**config.mk**
```make
export PLATFORM = sky130hd
export DESIGN_NAME = long_exec_top
export DESIGN_NICKNAME = d
export VERILOG_FILES = /design/src/verilog/exu_pkg.sv /design/src/verilog/sb_pkg.sv /design/src/verilog/exu_if.sv /design/src/verilog/commit_arb.sv /design/src/verilog/div_unit.sv /design/src/verilog/hazard_unit.sv /design/src/verilog/long_exec_top.sv /design/src/verilog/mul_unit.sv
export VERILOG_INCLUDE_DIRS = /design/src /design/src/verilog
export SDC_FILE = /design/constraint.sdc
export NUM_CORES = 2
export LEC_CHECK = 0
export BUFFER_PORTS_ARGS = -buffer_cell sky130_fd_sc_hd__buf_2
export CAP_MARGIN = 20
export CORE_MARGIN = 3
export CORE_UTILIZATION = 46
export CTS_BUF_LIST = sky130_fd_sc_hd__clkbuf_8
export DETAILED_ROUTE_END_ITERATION = 8
export PLACE_DENSITY = 0.63
export SYNTH_ARGS = -nofsm -noshare
export SYNTH_HDL_FRONTEND = slang
export SYNTH_SLANG_ARGS = --single-unit
```
**constraint.sdc**
```tcl
create_clock -name clk -period 9.71 [get_ports clk]
set_input_delay 0.971 -clock clk [delete_from_list [all_inputs] [get_ports clk]]
set_output_delay 0.971 -clock clk [all_outputs]
set_load 0.02 [all_outputs]
```
**src/verilog/lx_macros.svh**
```systemverilog
// long-latency execution widths
`ifndef LX_MACROS_SVH
`define LX_MACROS_SVH

`default_nettype none

// data path width, rv32
`define LX_XLEN 32

// register address width, x0..x31
`define LX_REG_AW 5

`define LX_SB_DEPTH 8    // scoreboard slots
`define LX_MUL_STAGES 3  // multiplier latency in cycles

`default_nettype wire

`endif

```
**src/verilog/exu_pkg.sv**
```systemverilog
// execution unit enums
`default_nettype none

package exu_pkg;

    // long-latency opcodes, unsigned only
    typedef enum logic [1:0] {
        OP_MUL   = 2'd0,  // low product
        OP_MULHU = 2'd1,  // high product
        OP_DIVU  = 2'd2,
        OP_REMU  = 2'd3
    } exu_op_e;

    typedef enum logic {
        UNIT_MUL = 1'b0,
        UNIT_DIV = 1'b1
    } exu_unit_e;

    // divider fsm
    typedef enum logic [1:0] {
        DIV_IDLE = 2'd0,
        DIV_RUN  = 2'd1,
        DIV_DONE = 2'd2
    } div_state_e;

    // opcode to owning unit
    function automatic exu_unit_e unit_of(exu_op_e op);
        return (op == OP_DIVU || op == OP_REMU) ? UNIT_DIV : UNIT_MUL;
    endfunction

endpackage

`default_nettype wire

```
**src/verilog/sb_pkg.sv**
```systemverilog
// scoreboard types
`default_nettype none

`include "lx_macros.svh"

package sb_pkg;

    // slot id, one per scoreboard entry
    typedef logic [$clog2(`LX_SB_DEPTH)-1:0] sb_id_t;

    // per-slot record, valid bit kept outside
    typedef struct packed {
        logic [`LX_REG_AW-1:0] rd;    // destination, 0 means no write
        exu_pkg::exu_unit_e    unit;  // unit that owns the result
    } sb_entry_t;

endpackage

`default_nettype wire
```
**src/verilog/exu_if.sv**
```systemverilog
// execution unit issue and result bus
`timescale 1ns/1ps
`default_nettype none

`include "lx_macros.svh"

interface exu_if;
    import exu_pkg::*;
    import sb_pkg::*;

    // issue side
    logic                  issue_fire;  // one cycle per accepted instruction
    exu_op_e               op;
    sb_id_t                id;
    logic [`LX_REG_AW-1:0] rd;
    logic [`LX_XLEN-1:0]   a;
    logic [`LX_XLEN-1:0]   b;
    logic                  ready;       // unit can take a new instruction

    // result side, held until res_ack
    logic                  res_valid;
    sb_id_t                res_id;
    logic [`LX_REG_AW-1:0] res_rd;
    logic [`LX_XLEN-1:0]   res_data;
    logic                  res_ack;

    modport ctrl (
        output issue_fire, op, id, rd, a, b, res_ack,
        input  ready, res_valid, res_id, res_rd, res_data
    );

    modport unit (
        input  issue_fire, op, id, rd, a, b, res_ack,
        output ready, res_valid, res_id, res_rd, res_data
    );

endinterface

`default_nettype wire

```
**src/verilog/commit_arb.sv**
```systemverilog
// writeback commit arbiter
`timescale 1ns/1ps
`default_nettype none

`include "lx_macros.svh"

module commit_arb (
    exu_if.ctrl                    mul_bus,
    exu_if.ctrl                    div_bus,
    output logic                   commit_valid_o,
    output sb_pkg::sb_id_t         commit_id_o,
    output logic [`LX_REG_AW-1:0]  commit_rd_o,
    output logic [`LX_XLEN-1:0]    commit_data_o
);

    logic mul_gnt;
    logic div_gnt;

    // multiplier cannot stall, so it always wins
    assign mul_gnt = mul_bus.res_valid;
    assign div_gnt = div_bus.res_valid && !mul_bus.res_valid;  // divider waits

    assign mul_bus.res_ack = mul_gnt;
    assign div_bus.res_ack = div_gnt;

    assign commit_valid_o = mul_gnt || div_gnt;

    // and-or mux, loser fields masked to zero
    assign commit_id_o   = (mul_bus.res_id & {$bits(commit_id_o){mul_gnt}}) |
                           (div_bus.res_id & {$bits(commit_id_o){div_gnt}});
    assign commit_rd_o   = (mul_bus.res_rd & {`LX_REG_AW{mul_gnt}}) |
                           (div_bus.res_rd & {`LX_REG_AW{div_gnt}});
    assign commit_data_o = (mul_bus.res_data & {`LX_XLEN{mul_gnt}}) |
                           (div_bus.res_data & {`LX_XLEN{div_gnt}});

endmodule

`default_nettype wire

```
**src/verilog/div_unit.sv**
```systemverilog
// iterative unsigned divider
`timescale 1ns/1ps
`default_nettype none

`include "lx_macros.svh"

module div_unit (
    input  wire   clk,
    input  wire   rst_n,
    exu_if.unit   bus
);
    import exu_pkg::*;
    import sb_pkg::*;

    localparam int CW = $clog2(`LX_XLEN) + 1;

    div_state_e             state_q;
    logic [CW-1:0]          cnt_q;        // step count, last value finishes
    logic [`LX_XLEN-1:0]    quo_q;        // dividend shifts out, quotient in
    logic [`LX_XLEN-1:0]    rem_q;
    logic [`LX_XLEN-1:0]    dvs_q;        // divisor
    logic [`LX_XLEN-1:0]    res_q;
    exu_op_e                op_q;
    sb_id_t                 id_q;
    logic [`LX_REG_AW-1:0]  rd_q;

    logic [`LX_XLEN:0]      rem_sh;       // partial remainder with next bit
    logic [`LX_XLEN:0]      rem_sub;
    logic                   step_ge;      // subtract fits

    assign rem_sh  = {rem_q, quo_q[`LX_XLEN-1]};
    assign rem_sub = rem_sh - {1'b0, dvs_q};
    assign step_ge = (rem_sh >= {1'b0, dvs_q});

    // fsm
    always_ff @(posedge clk or negedge rst_n) begin
        if (!rst_n) begin
            state_q <= DIV_IDLE;
            cnt_q   <= '0;
        end else begin
            case (state_q)
                DIV_IDLE: if (bus.issue_fire) begin
                    state_q <= DIV_RUN;
                    cnt_q   <= '0;
                end
                DIV_RUN: begin
                    cnt_q <= cnt_q + 1'b1;
                    if (cnt_q == CW'(`LX_XLEN)) state_q <= DIV_DONE;  // result latched
                end
                DIV_DONE: if (bus.res_ack) state_q <= DIV_IDLE;      // held until taken
                default: state_q <= DIV_IDLE;
            endcase
        end
    end

    // datapath, divisor 0 gives all-ones quotient and dividend remainder by itself
    always_ff @(posedge clk) begin
        if (state_q == DIV_IDLE && bus.issue_fire) begin
            quo_q <= bus.a;
            rem_q <= '0;
            dvs_q <= bus.b;
            op_q  <= bus.op;
            id_q  <= bus.id;
            rd_q  <= bus.rd;
        end else if (state_q == DIV_RUN) begin
            if (cnt_q < CW'(`LX_XLEN)) begin
                rem_q <= step_ge ? rem_sub[`LX_XLEN-1:0] : rem_sh[`LX_XLEN-1:0];
                quo_q <= {quo_q[`LX_XLEN-2:0], step_ge};
            end else begin
                res_q <= (op_q == OP_REMU) ? rem_q : quo_q;
            end
        end
    end

    assign bus.ready     = (state_q == DIV_IDLE);
    assign bus.res_valid = (state_q == DIV_DONE);
    assign bus.res_id    = id_q;
    assign bus.res_rd    = rd_q;
    assign bus.res_data  = res_q;

endmodule

`default_nettype wire

```
**src/verilog/hazard_unit.sv**
```systemverilog
// scoreboard hazard unit
`timescale 1ns/1ps
`default_nettype none

`include "lx_macros.svh"

module hazard_unit (
    input  wire                    clk,
    input  wire                    rst_n,

    // dispatch
    input  wire                    inst_valid_i,
    input  exu_pkg::exu_op_e       op_i,
    input  wire [`LX_REG_AW-1:0]   rd_i,
    input  wire [`LX_REG_AW-1:0]   rs1_i,
    input  wire [`LX_REG_AW-1:0]   rs2_i,
    input  wire                    rs1_re_i,
    input  wire                    rs2_re_i,
    input  wire                    div_ready_i,   // divider idle

    // commit, frees a slot
    input  wire                    commit_valid_i,
    input  sb_pkg::sb_id_t         commit_id_i,
    input  wire [`LX_REG_AW-1:0]   commit_rd_i,   // checked by the bound assertions

    output logic                   stall_o,
    output logic                   accept_o,
    output sb_pkg::sb_id_t         alloc_id_o,
    output logic                   pending_o
);
    import exu_pkg::*;
    import sb_pkg::*;

    localparam int DEPTH = `LX_SB_DEPTH;

    logic [DEPTH-1:0] slot_valid;          // slot in flight
    sb_entry_t        slot_q [DEPTH];      // rd and owner per slot

    exu_unit_e        new_unit;
    logic [DEPTH-1:0] commit_hit;          // slot retiring this cycle
    logic [DEPTH-1:0] raw_vec;
    logic [DEPTH-1:0] waw_vec;
    logic             raw_hazard;
    logic             waw_hazard;
    logic             sb_full;
    logic             div_busy;
    sb_id_t           free_id;

    assign new_unit = unit_of(op_i);

    // per-slot compare
    always_comb begin
        for (int i = 0; i < DEPTH; i++) begin
            commit_hit[i] = commit_valid_i && (commit_id_i == sb_id_t'(i));
            // rd x0 in a slot is no write, never a producer
            raw_vec[i] = slot_valid[i] && !commit_hit[i] && (slot_q[i].rd != '0) &&
                         ((rs1_re_i && rs1_i == slot_q[i].rd) ||
                          (rs2_re_i && rs2_i == slot_q[i].rd));
            // same unit writes back in order, other unit may overtake
            waw_vec[i] = slot_valid[i] && !commit_hit[i] && (rd_i != '0) &&
                         (rd_i == slot_q[i].rd) && (slot_q[i].unit != new_unit);
        end
    end

    assign raw_hazard = |raw_vec;
    assign waw_hazard = |waw_vec;
    assign sb_full    = &slot_valid;     // a committing slot is not reused this cycle
    assign div_busy   = (new_unit == UNIT_DIV) && !div_ready_i;

    assign stall_o  = inst_valid_i && (raw_hazard || waw_hazard || sb_full || div_busy);
    assign accept_o = inst_valid_i && !stall_o;

    // lowest free slot wins, scan from the top
    always_comb begin
        free_id = '0;
        for (int i = DEPTH - 1; i >= 0; i--) begin
            if (!slot_valid[i]) begin
                free_id = sb_id_t'(i);
            end
        end
    end

    assign alloc_id_o = free_id;
    assign pending_o  = |slot_valid;

    // valid bits
    always_ff @(posedge clk or negedge rst_n) begin
        if (!rst_n) begin
            slot_valid <= '0;
        end else begin
            if (commit_valid_i) begin
                slot_valid[commit_id_i] <= 1'b0;   // retire
            end
            if (accept_o) begin
                slot_valid[free_id] <= 1'b1;       // never the retiring slot
            end
        end
    end

    // slot payload
    always_ff @(posedge clk) begin
        if (accept_o) begin
            slot_q[free_id].rd   <= rd_i;
            slot_q[free_id].unit <= new_unit;
        end
    end

endmodule

`default_nettype wire

```
**src/verilog/long_exec_top.sv**
```systemverilog
// long-latency execution back end
`timescale 1ns/1ps
`default_nettype none

`include "lx_macros.svh"

module long_exec_top (
    input  wire                    clk,
    input  wire                    rst_n,

    // dispatch
    input  wire                    issue_valid_i,
    input  exu_pkg::exu_op_e       issue_op_i,
    input  wire [`LX_REG_AW-1:0]   issue_rd_i,
    input  wire [`LX_REG_AW-1:0]   issue_rs1_i,
    input  wire [`LX_REG_AW-1:0]   issue_rs2_i,
    input  wire                    issue_rs1_re_i,
    input  wire                    issue_rs2_re_i,
    input  wire [`LX_XLEN-1:0]     issue_a_i,
    input  wire [`LX_XLEN-1:0]     issue_b_i,
    output logic                   issue_stall_o,
    output sb_pkg::sb_id_t         issue_id_o,     // slot of the accepted instruction

    // writeback, one per cycle
    output logic                   wb_valid_o,
    output sb_pkg::sb_id_t         wb_id_o,
    output logic [`LX_REG_AW-1:0]  wb_rd_o,
    output logic [`LX_XLEN-1:0]    wb_data_o,
    output logic                   pending_o
);
    import exu_pkg::*;

    logic      accept;
    exu_unit_e issue_unit;

    exu_if mul_bus ();
    exu_if div_bus ();

    assign issue_unit = unit_of(issue_op_i);

    hazard_unit u_hazard (
        .clk            (clk),
        .rst_n          (rst_n),
        .inst_valid_i   (issue_valid_i),
        .op_i           (issue_op_i),
        .rd_i           (issue_rd_i),
        .rs1_i          (issue_rs1_i),
        .rs2_i          (issue_rs2_i),
        .rs1_re_i       (issue_rs1_re_i),
        .rs2_re_i       (issue_rs2_re_i),
        .div_ready_i    (div_bus.ready),
        .commit_valid_i (wb_valid_o),
        .commit_id_i    (wb_id_o),
        .commit_rd_i    (wb_rd_o),
        .stall_o        (issue_stall_o),
        .accept_o       (accept),
        .alloc_id_o     (issue_id_o),
        .pending_o      (pending_o)
    );

    // fire only the unit that owns the opcode
    assign mul_bus.issue_fire = accept && (issue_unit == UNIT_MUL);
    assign div_bus.issue_fire = accept && (issue_unit == UNIT_DIV);

    // fields fan out to both units
    assign mul_bus.op = issue_op_i;
    assign mul_bus.id = issue_id_o;
    assign mul_bus.rd = issue_rd_i;
    assign mul_bus.a  = issue_a_i;
    assign mul_bus.b  = issue_b_i;
    assign div_bus.op = issue_op_i;
    assign div_bus.id = issue_id_o;
    assign div_bus.rd = issue_rd_i;
    assign div_bus.a  = issue_a_i;
    assign div_bus.b  = issue_b_i;

    mul_unit u_mul (
        .clk   (clk),
        .rst_n (rst_n),
        .bus   (mul_bus)
    );

    div_unit u_div (
        .clk   (clk),
        .rst_n (rst_n),
        .bus   (div_bus)
    );

    commit_arb u_arb (
        .mul_bus        (mul_bus),
        .div_bus        (div_bus),
        .commit_valid_o (wb_valid_o),
        .commit_id_o    (wb_id_o),
        .commit_rd_o    (wb_rd_o),
        .commit_data_o  (wb_data_o)
    );

endmodule

`default_nettype wire

```
**src/verilog/mul_unit.sv**
```systemverilog
// pipelined unsigned multiplier
`timescale 1ns/1ps
`default_nettype none

`include "lx_macros.svh"

module mul_unit (
    input  wire   clk,
    input  wire   rst_n,
    exu_if.unit   bus
);
    import exu_pkg::*;
    import sb_pkg::*;

    // stage 1 operands, stage 2 full product, stage 3 selected half
    logic                     s1_vld_q, s2_vld_q, s3_vld_q;
    logic [`LX_XLEN-1:0]      s1_a_q, s1_b_q;
    logic                     s1_hi_q, s2_hi_q;     // mulhu wants the upper word
    sb_id_t                   s1_id_q, s2_id_q, s3_id_q;
    logic [`LX_REG_AW-1:0]    s1_rd_q, s2_rd_q, s3_rd_q;
    logic [2*`LX_XLEN-1:0]    s2_prod_q;
    logic [`LX_XLEN-1:0]      s3_data_q;

    assign bus.ready = 1'b1;  // fully pipelined, no back-pressure

    always_ff @(posedge clk or negedge rst_n) begin
        if (!rst_n) begin
            s1_vld_q <= 1'b0;
            s2_vld_q <= 1'b0;
            s3_vld_q <= 1'b0;
        end else begin
            s1_vld_q <= bus.issue_fire;
            s2_vld_q <= s1_vld_q;
            s3_vld_q <= s2_vld_q;
        end
    end

    always_ff @(posedge clk) begin
        s1_a_q    <= bus.a;
        s1_b_q    <= bus.b;
        s1_hi_q   <= (bus.op == OP_MULHU);
        s1_id_q   <= bus.id;
        s1_rd_q   <= bus.rd;
        s2_prod_q <= s1_a_q * s1_b_q;   // 64-bit context, zero extended
        s2_hi_q   <= s1_hi_q;
        s2_id_q   <= s1_id_q;
        s2_rd_q   <= s1_rd_q;
        s3_data_q <= s2_hi_q ? s2_prod_q[2*`LX_XLEN-1:`LX_XLEN] : s2_prod_q[`LX_XLEN-1:0];
        s3_id_q   <= s2_id_q;
        s3_rd_q   <= s2_rd_q;
    end

    // arbiter always grants us, res_ack not needed
    assign bus.res_valid = s3_vld_q;
    assign bus.res_id    = s3_id_q;
    assign bus.res_rd    = s3_rd_q;
    assign bus.res_data  = s3_data_q;

endmodule

`default_nettype wire

```
==> impl_metrics.tcl <==
set metrics [dict create \
    cts_tree "yes" \
    synth_fa_ha_area_share_pct 44.13 \
    grt_pass1_wl_um 213600 \
    gr-total-overflow 0 \
    hold_violations 0 \
    met1_usage_pct 34.62 \
    synth_area_leader_cell "fa_1" \
    clock-sinks 391 \
    synth_nets 6250 \
    synthFlopType "dfxtp_1" \
    period_share_pct 88.36 \
    synthTopCellsByCount "inv_1, fa_1, and2_1" \
    grt_usage_pct 24.93 \
    reg2reg_slack_ps 1130 \
    path_cells "buf_4 -> nand2_1 -> fa_1 -> fa_1 -> fa_1 -> fa_1 -> inv_1 -> fa_1 -> fa_1 -> fa_1 -> fa_1 -> ha_1 -> a21o_1 -> a211o_1 -> a2111oi_0 -> o22ai_1 -> o2111ai_1 -> nand4b_1 -> a31oi_1 -> o221ai_1 -> and4_1 -> nor3_1" \
    grt_max_degree 54 \
    area_delta_synth_final_pct 7.244 \
    period_needed_ps 8579 \
    synth_top_family_by_area "adder cells" \
    antenna_found_initial 18 \
    htreeDepth 3 \
    ctsResizeCount 0 \
    firstDrtPassIters 5 \
    slowest_stage "dfxtp_1" \
    yosysTopAreaCellShare_pct 36.57 \
    top_usage_layer "met2" \
    drc 0 \
    avgSynthCellArea_sq_um 9.881 \
    path_clk_slew_ps 70 \
    finalWirelength_um 135000 \
    yosysMostFrequentCell "inv_1" \
    setup_viol 0 \
    grtUsageMet2_pct 40.06 \
    dieArea_sq_um 110700 \
    post-dp-hpwl_um 108800 \
    cp_common_cell "fa_1" \
    clock_skew_ps 50.22 \
    holdWs_ps 278.2 \
    wl_per_cell_um 20.91 \
    slew_viol_final 0 \
    utilization_pct 49.89 \
    cts-root-buf "clkbuf_8" \
    netlist_top_cells_area "fa_1, edfxtp_1, dfxtp_1" \
    layout.nets 6283 \
    hold_class "in2async" \
    arrival_ps 9180 \
    die_w_um 332.7 \
    vias 34090 \
    slowest_delay_ps 1000 \
    maxCapViolations 0 \
    synthMuxAreaShare_pct 2.693 \
    die_h_um 332.7 \
    yosys.area_share.simple_pct 14.98 \
    status "finished clean" \
    row_count 119 \
    seq_area_frac_synth_pct 19.27 \
    ys_types 81 \
    clk_latency_ps 690 \
    rr_worst_depth 22 \
    first_global_vias 36590 \
    met3_usage_pct 4.527 \
    end_kind "flop" \
    synth-edff-count 154 \
    max_slew_margin_pct 26.99 \
    drive_above_1_share_pct 9.037 \
    nFillCells 9680 \
    cp.required_ps 10310 \
    clock_path_buffers 3 \
    critPathKind "reg2reg" \
    initial_utilization_pct 46.52 \
    first_iter_violations 2268 \
    ys.warnings.count 0 \
    fmax_ghz 0.1166 \
    finalSetupTns_ps 0 \
    io_pins 132 \
    synth_area_sq_um 49110 \
    rsz0062_at_grt "no" \
    avgViaCountPerCell 5.279 \
    async_flop_share_pct 4.859 \
    ctsHoldBuffers 0 \
    synth_compound_area_share_pct 5.807 \
    place.gp.congestion 0.9172 \
    worstMarginPinSlew_ps 1094 \
    final_antenna_net_count 0 \
    synthCells 4970 \
    critPathLaunchType "flop" \
    synth_seq_cells 391 \
    cts_setup_buffers 0 \
    synth-xor-area-share_pct 3.817 \
    path_max_fanout 20 \
    coreArea_sq_um 105600 \
    cts_made_buffers 68 \
    numPortBuffers 131 \
]
==> worst max-delay path: cells and delay by family (launching register included) <==
family	cells	cell delay (ps)
adder cells (fa/ha/maj)	9	4460
buffers and inverters	2	370
AND/OR/NAND/NOR	4	620
AO/OA/AOI/OAI	7	2020
flip-flops	1	1000
==> cells by family after synthesis <==
logic type,after synthesis
XOR/XNOR,214
AO/OA/AOI/OAI,428
AND/OR/NAND/NOR,1421
multiplexers,120
buffers and inverters,1202
flip-flops,391
adder cells (fa/ha/maj),1194
==> registers in the layout (all words and copies together) (netlist names), 2 cells and up <==
name,flops
u_div.dvs_q,32
u_div.bus.res_data,32
u_mul.bus.res_rd,5
u_div.bus.res_id,3
u_div.bus.res_rd,5
u_mul.bus.res_id,3
u_mul.bus.res_data,32
u_hazard.slot_q,48
u_mul.s2_rd_q,5
u_div.rem_q,32
u_mul.s1_rd_q,5
u_mul.s1_a_q,32
u_hazard.slot_valid,8
u_mul.s1_id_q,3
u_div.quo_q,32
u_mul.s1_b_q,32
u_div.state_q,2
u_mul.s2_id_q,3
u_mul.s2_prod_q,64
u_div.cnt_q,6
u_div.op_q,2
==> metrics by stage <==
stage,worst slack (ps),cell area (sq um),instances
after floorplan,2441,49110,4970
after global placement,1122,51180,6318
after detailed placement,1217,51220,6320
after CTS,1185,52580,6444
after global routing,822.2,52650,6453
final,1131,52660,6457
==> placed cells by master (no fill, tap or decap), types with 75 or more instances in the layout <==
| cell | synthesis | final |
|---|---|---|
| buf_2 | 23 | 131 |
| xor2_1 | 113 | 113 |
| inv_1 | 933 | 956 |
| and2_1 | 609 | 609 |
| buf_4 | 3 | 94 |
| fa_1 | 897 | 897 |
| xnor2_1 | 101 | 101 |
| nand3_1 | 76 | 76 |
| ha_1 | 297 | 297 |
| nand2_1 | 518 | 518 |
| edfxtp_1 | 154 | 154 |
| mux2_2 | 97 | 97 |
| dfxtp_1 | 218 | 218 |
| o21ai_0 | 108 | 108 |
| a21oi_1 | 119 | 119 |
| clkbuf_8 | 0 | 75 |
==> final cells by class <==
type | instances | area [sq um] | area share [%]
Tap cell | 1391 | 1740 | 3.305
Inverter | 933 | 3502 | 6.650
Clock inverter | 49 | 326.6 | 0.6201
Sequential cell | 391 | 9465 | 17.97
Clock buffer | 75 | 1032 | 1.960
Antenna cell | 9 | 22.52 | 0.04276
Timing Repair Buffer | 232 | 1489 | 2.827
Multi-Input combinational cell | 3377 | 35090 | 66.62
==> per-layer routing <==
| metal | vias up | share of wire (%) |
|---|---|---|
| met5 | - | 0 |
| met2 | 1075 | 46 |
| met3 | 208 | 7.6 |
| met1 | 17500 | 44 |
| li1 | 15310 | - |
| met4 | 0 | 2.9 |
==> worst paths after layout <==
kind | start | end
max | u_mul.s1_b_q[12] | u_mul.s2_prod_q[61]
min | rst_n | u_div.cnt_q[5]
max reg2reg | u_mul.s1_b_q[12] | u_mul.s2_prod_q[61]
min reg2reg | u_mul.s2_rd_q[0] | u_mul.bus.res_rd[0]
max in group asynchronous | rst_n | u_mul.bus.res_valid
min in group clk | u_mul.s2_rd_q[0] | u_mul.bus.res_rd[0]
Power is left out: the tool's default activity adds up to more than one toggle a clock period on the data nets, which glitch-free logic cannot reach.
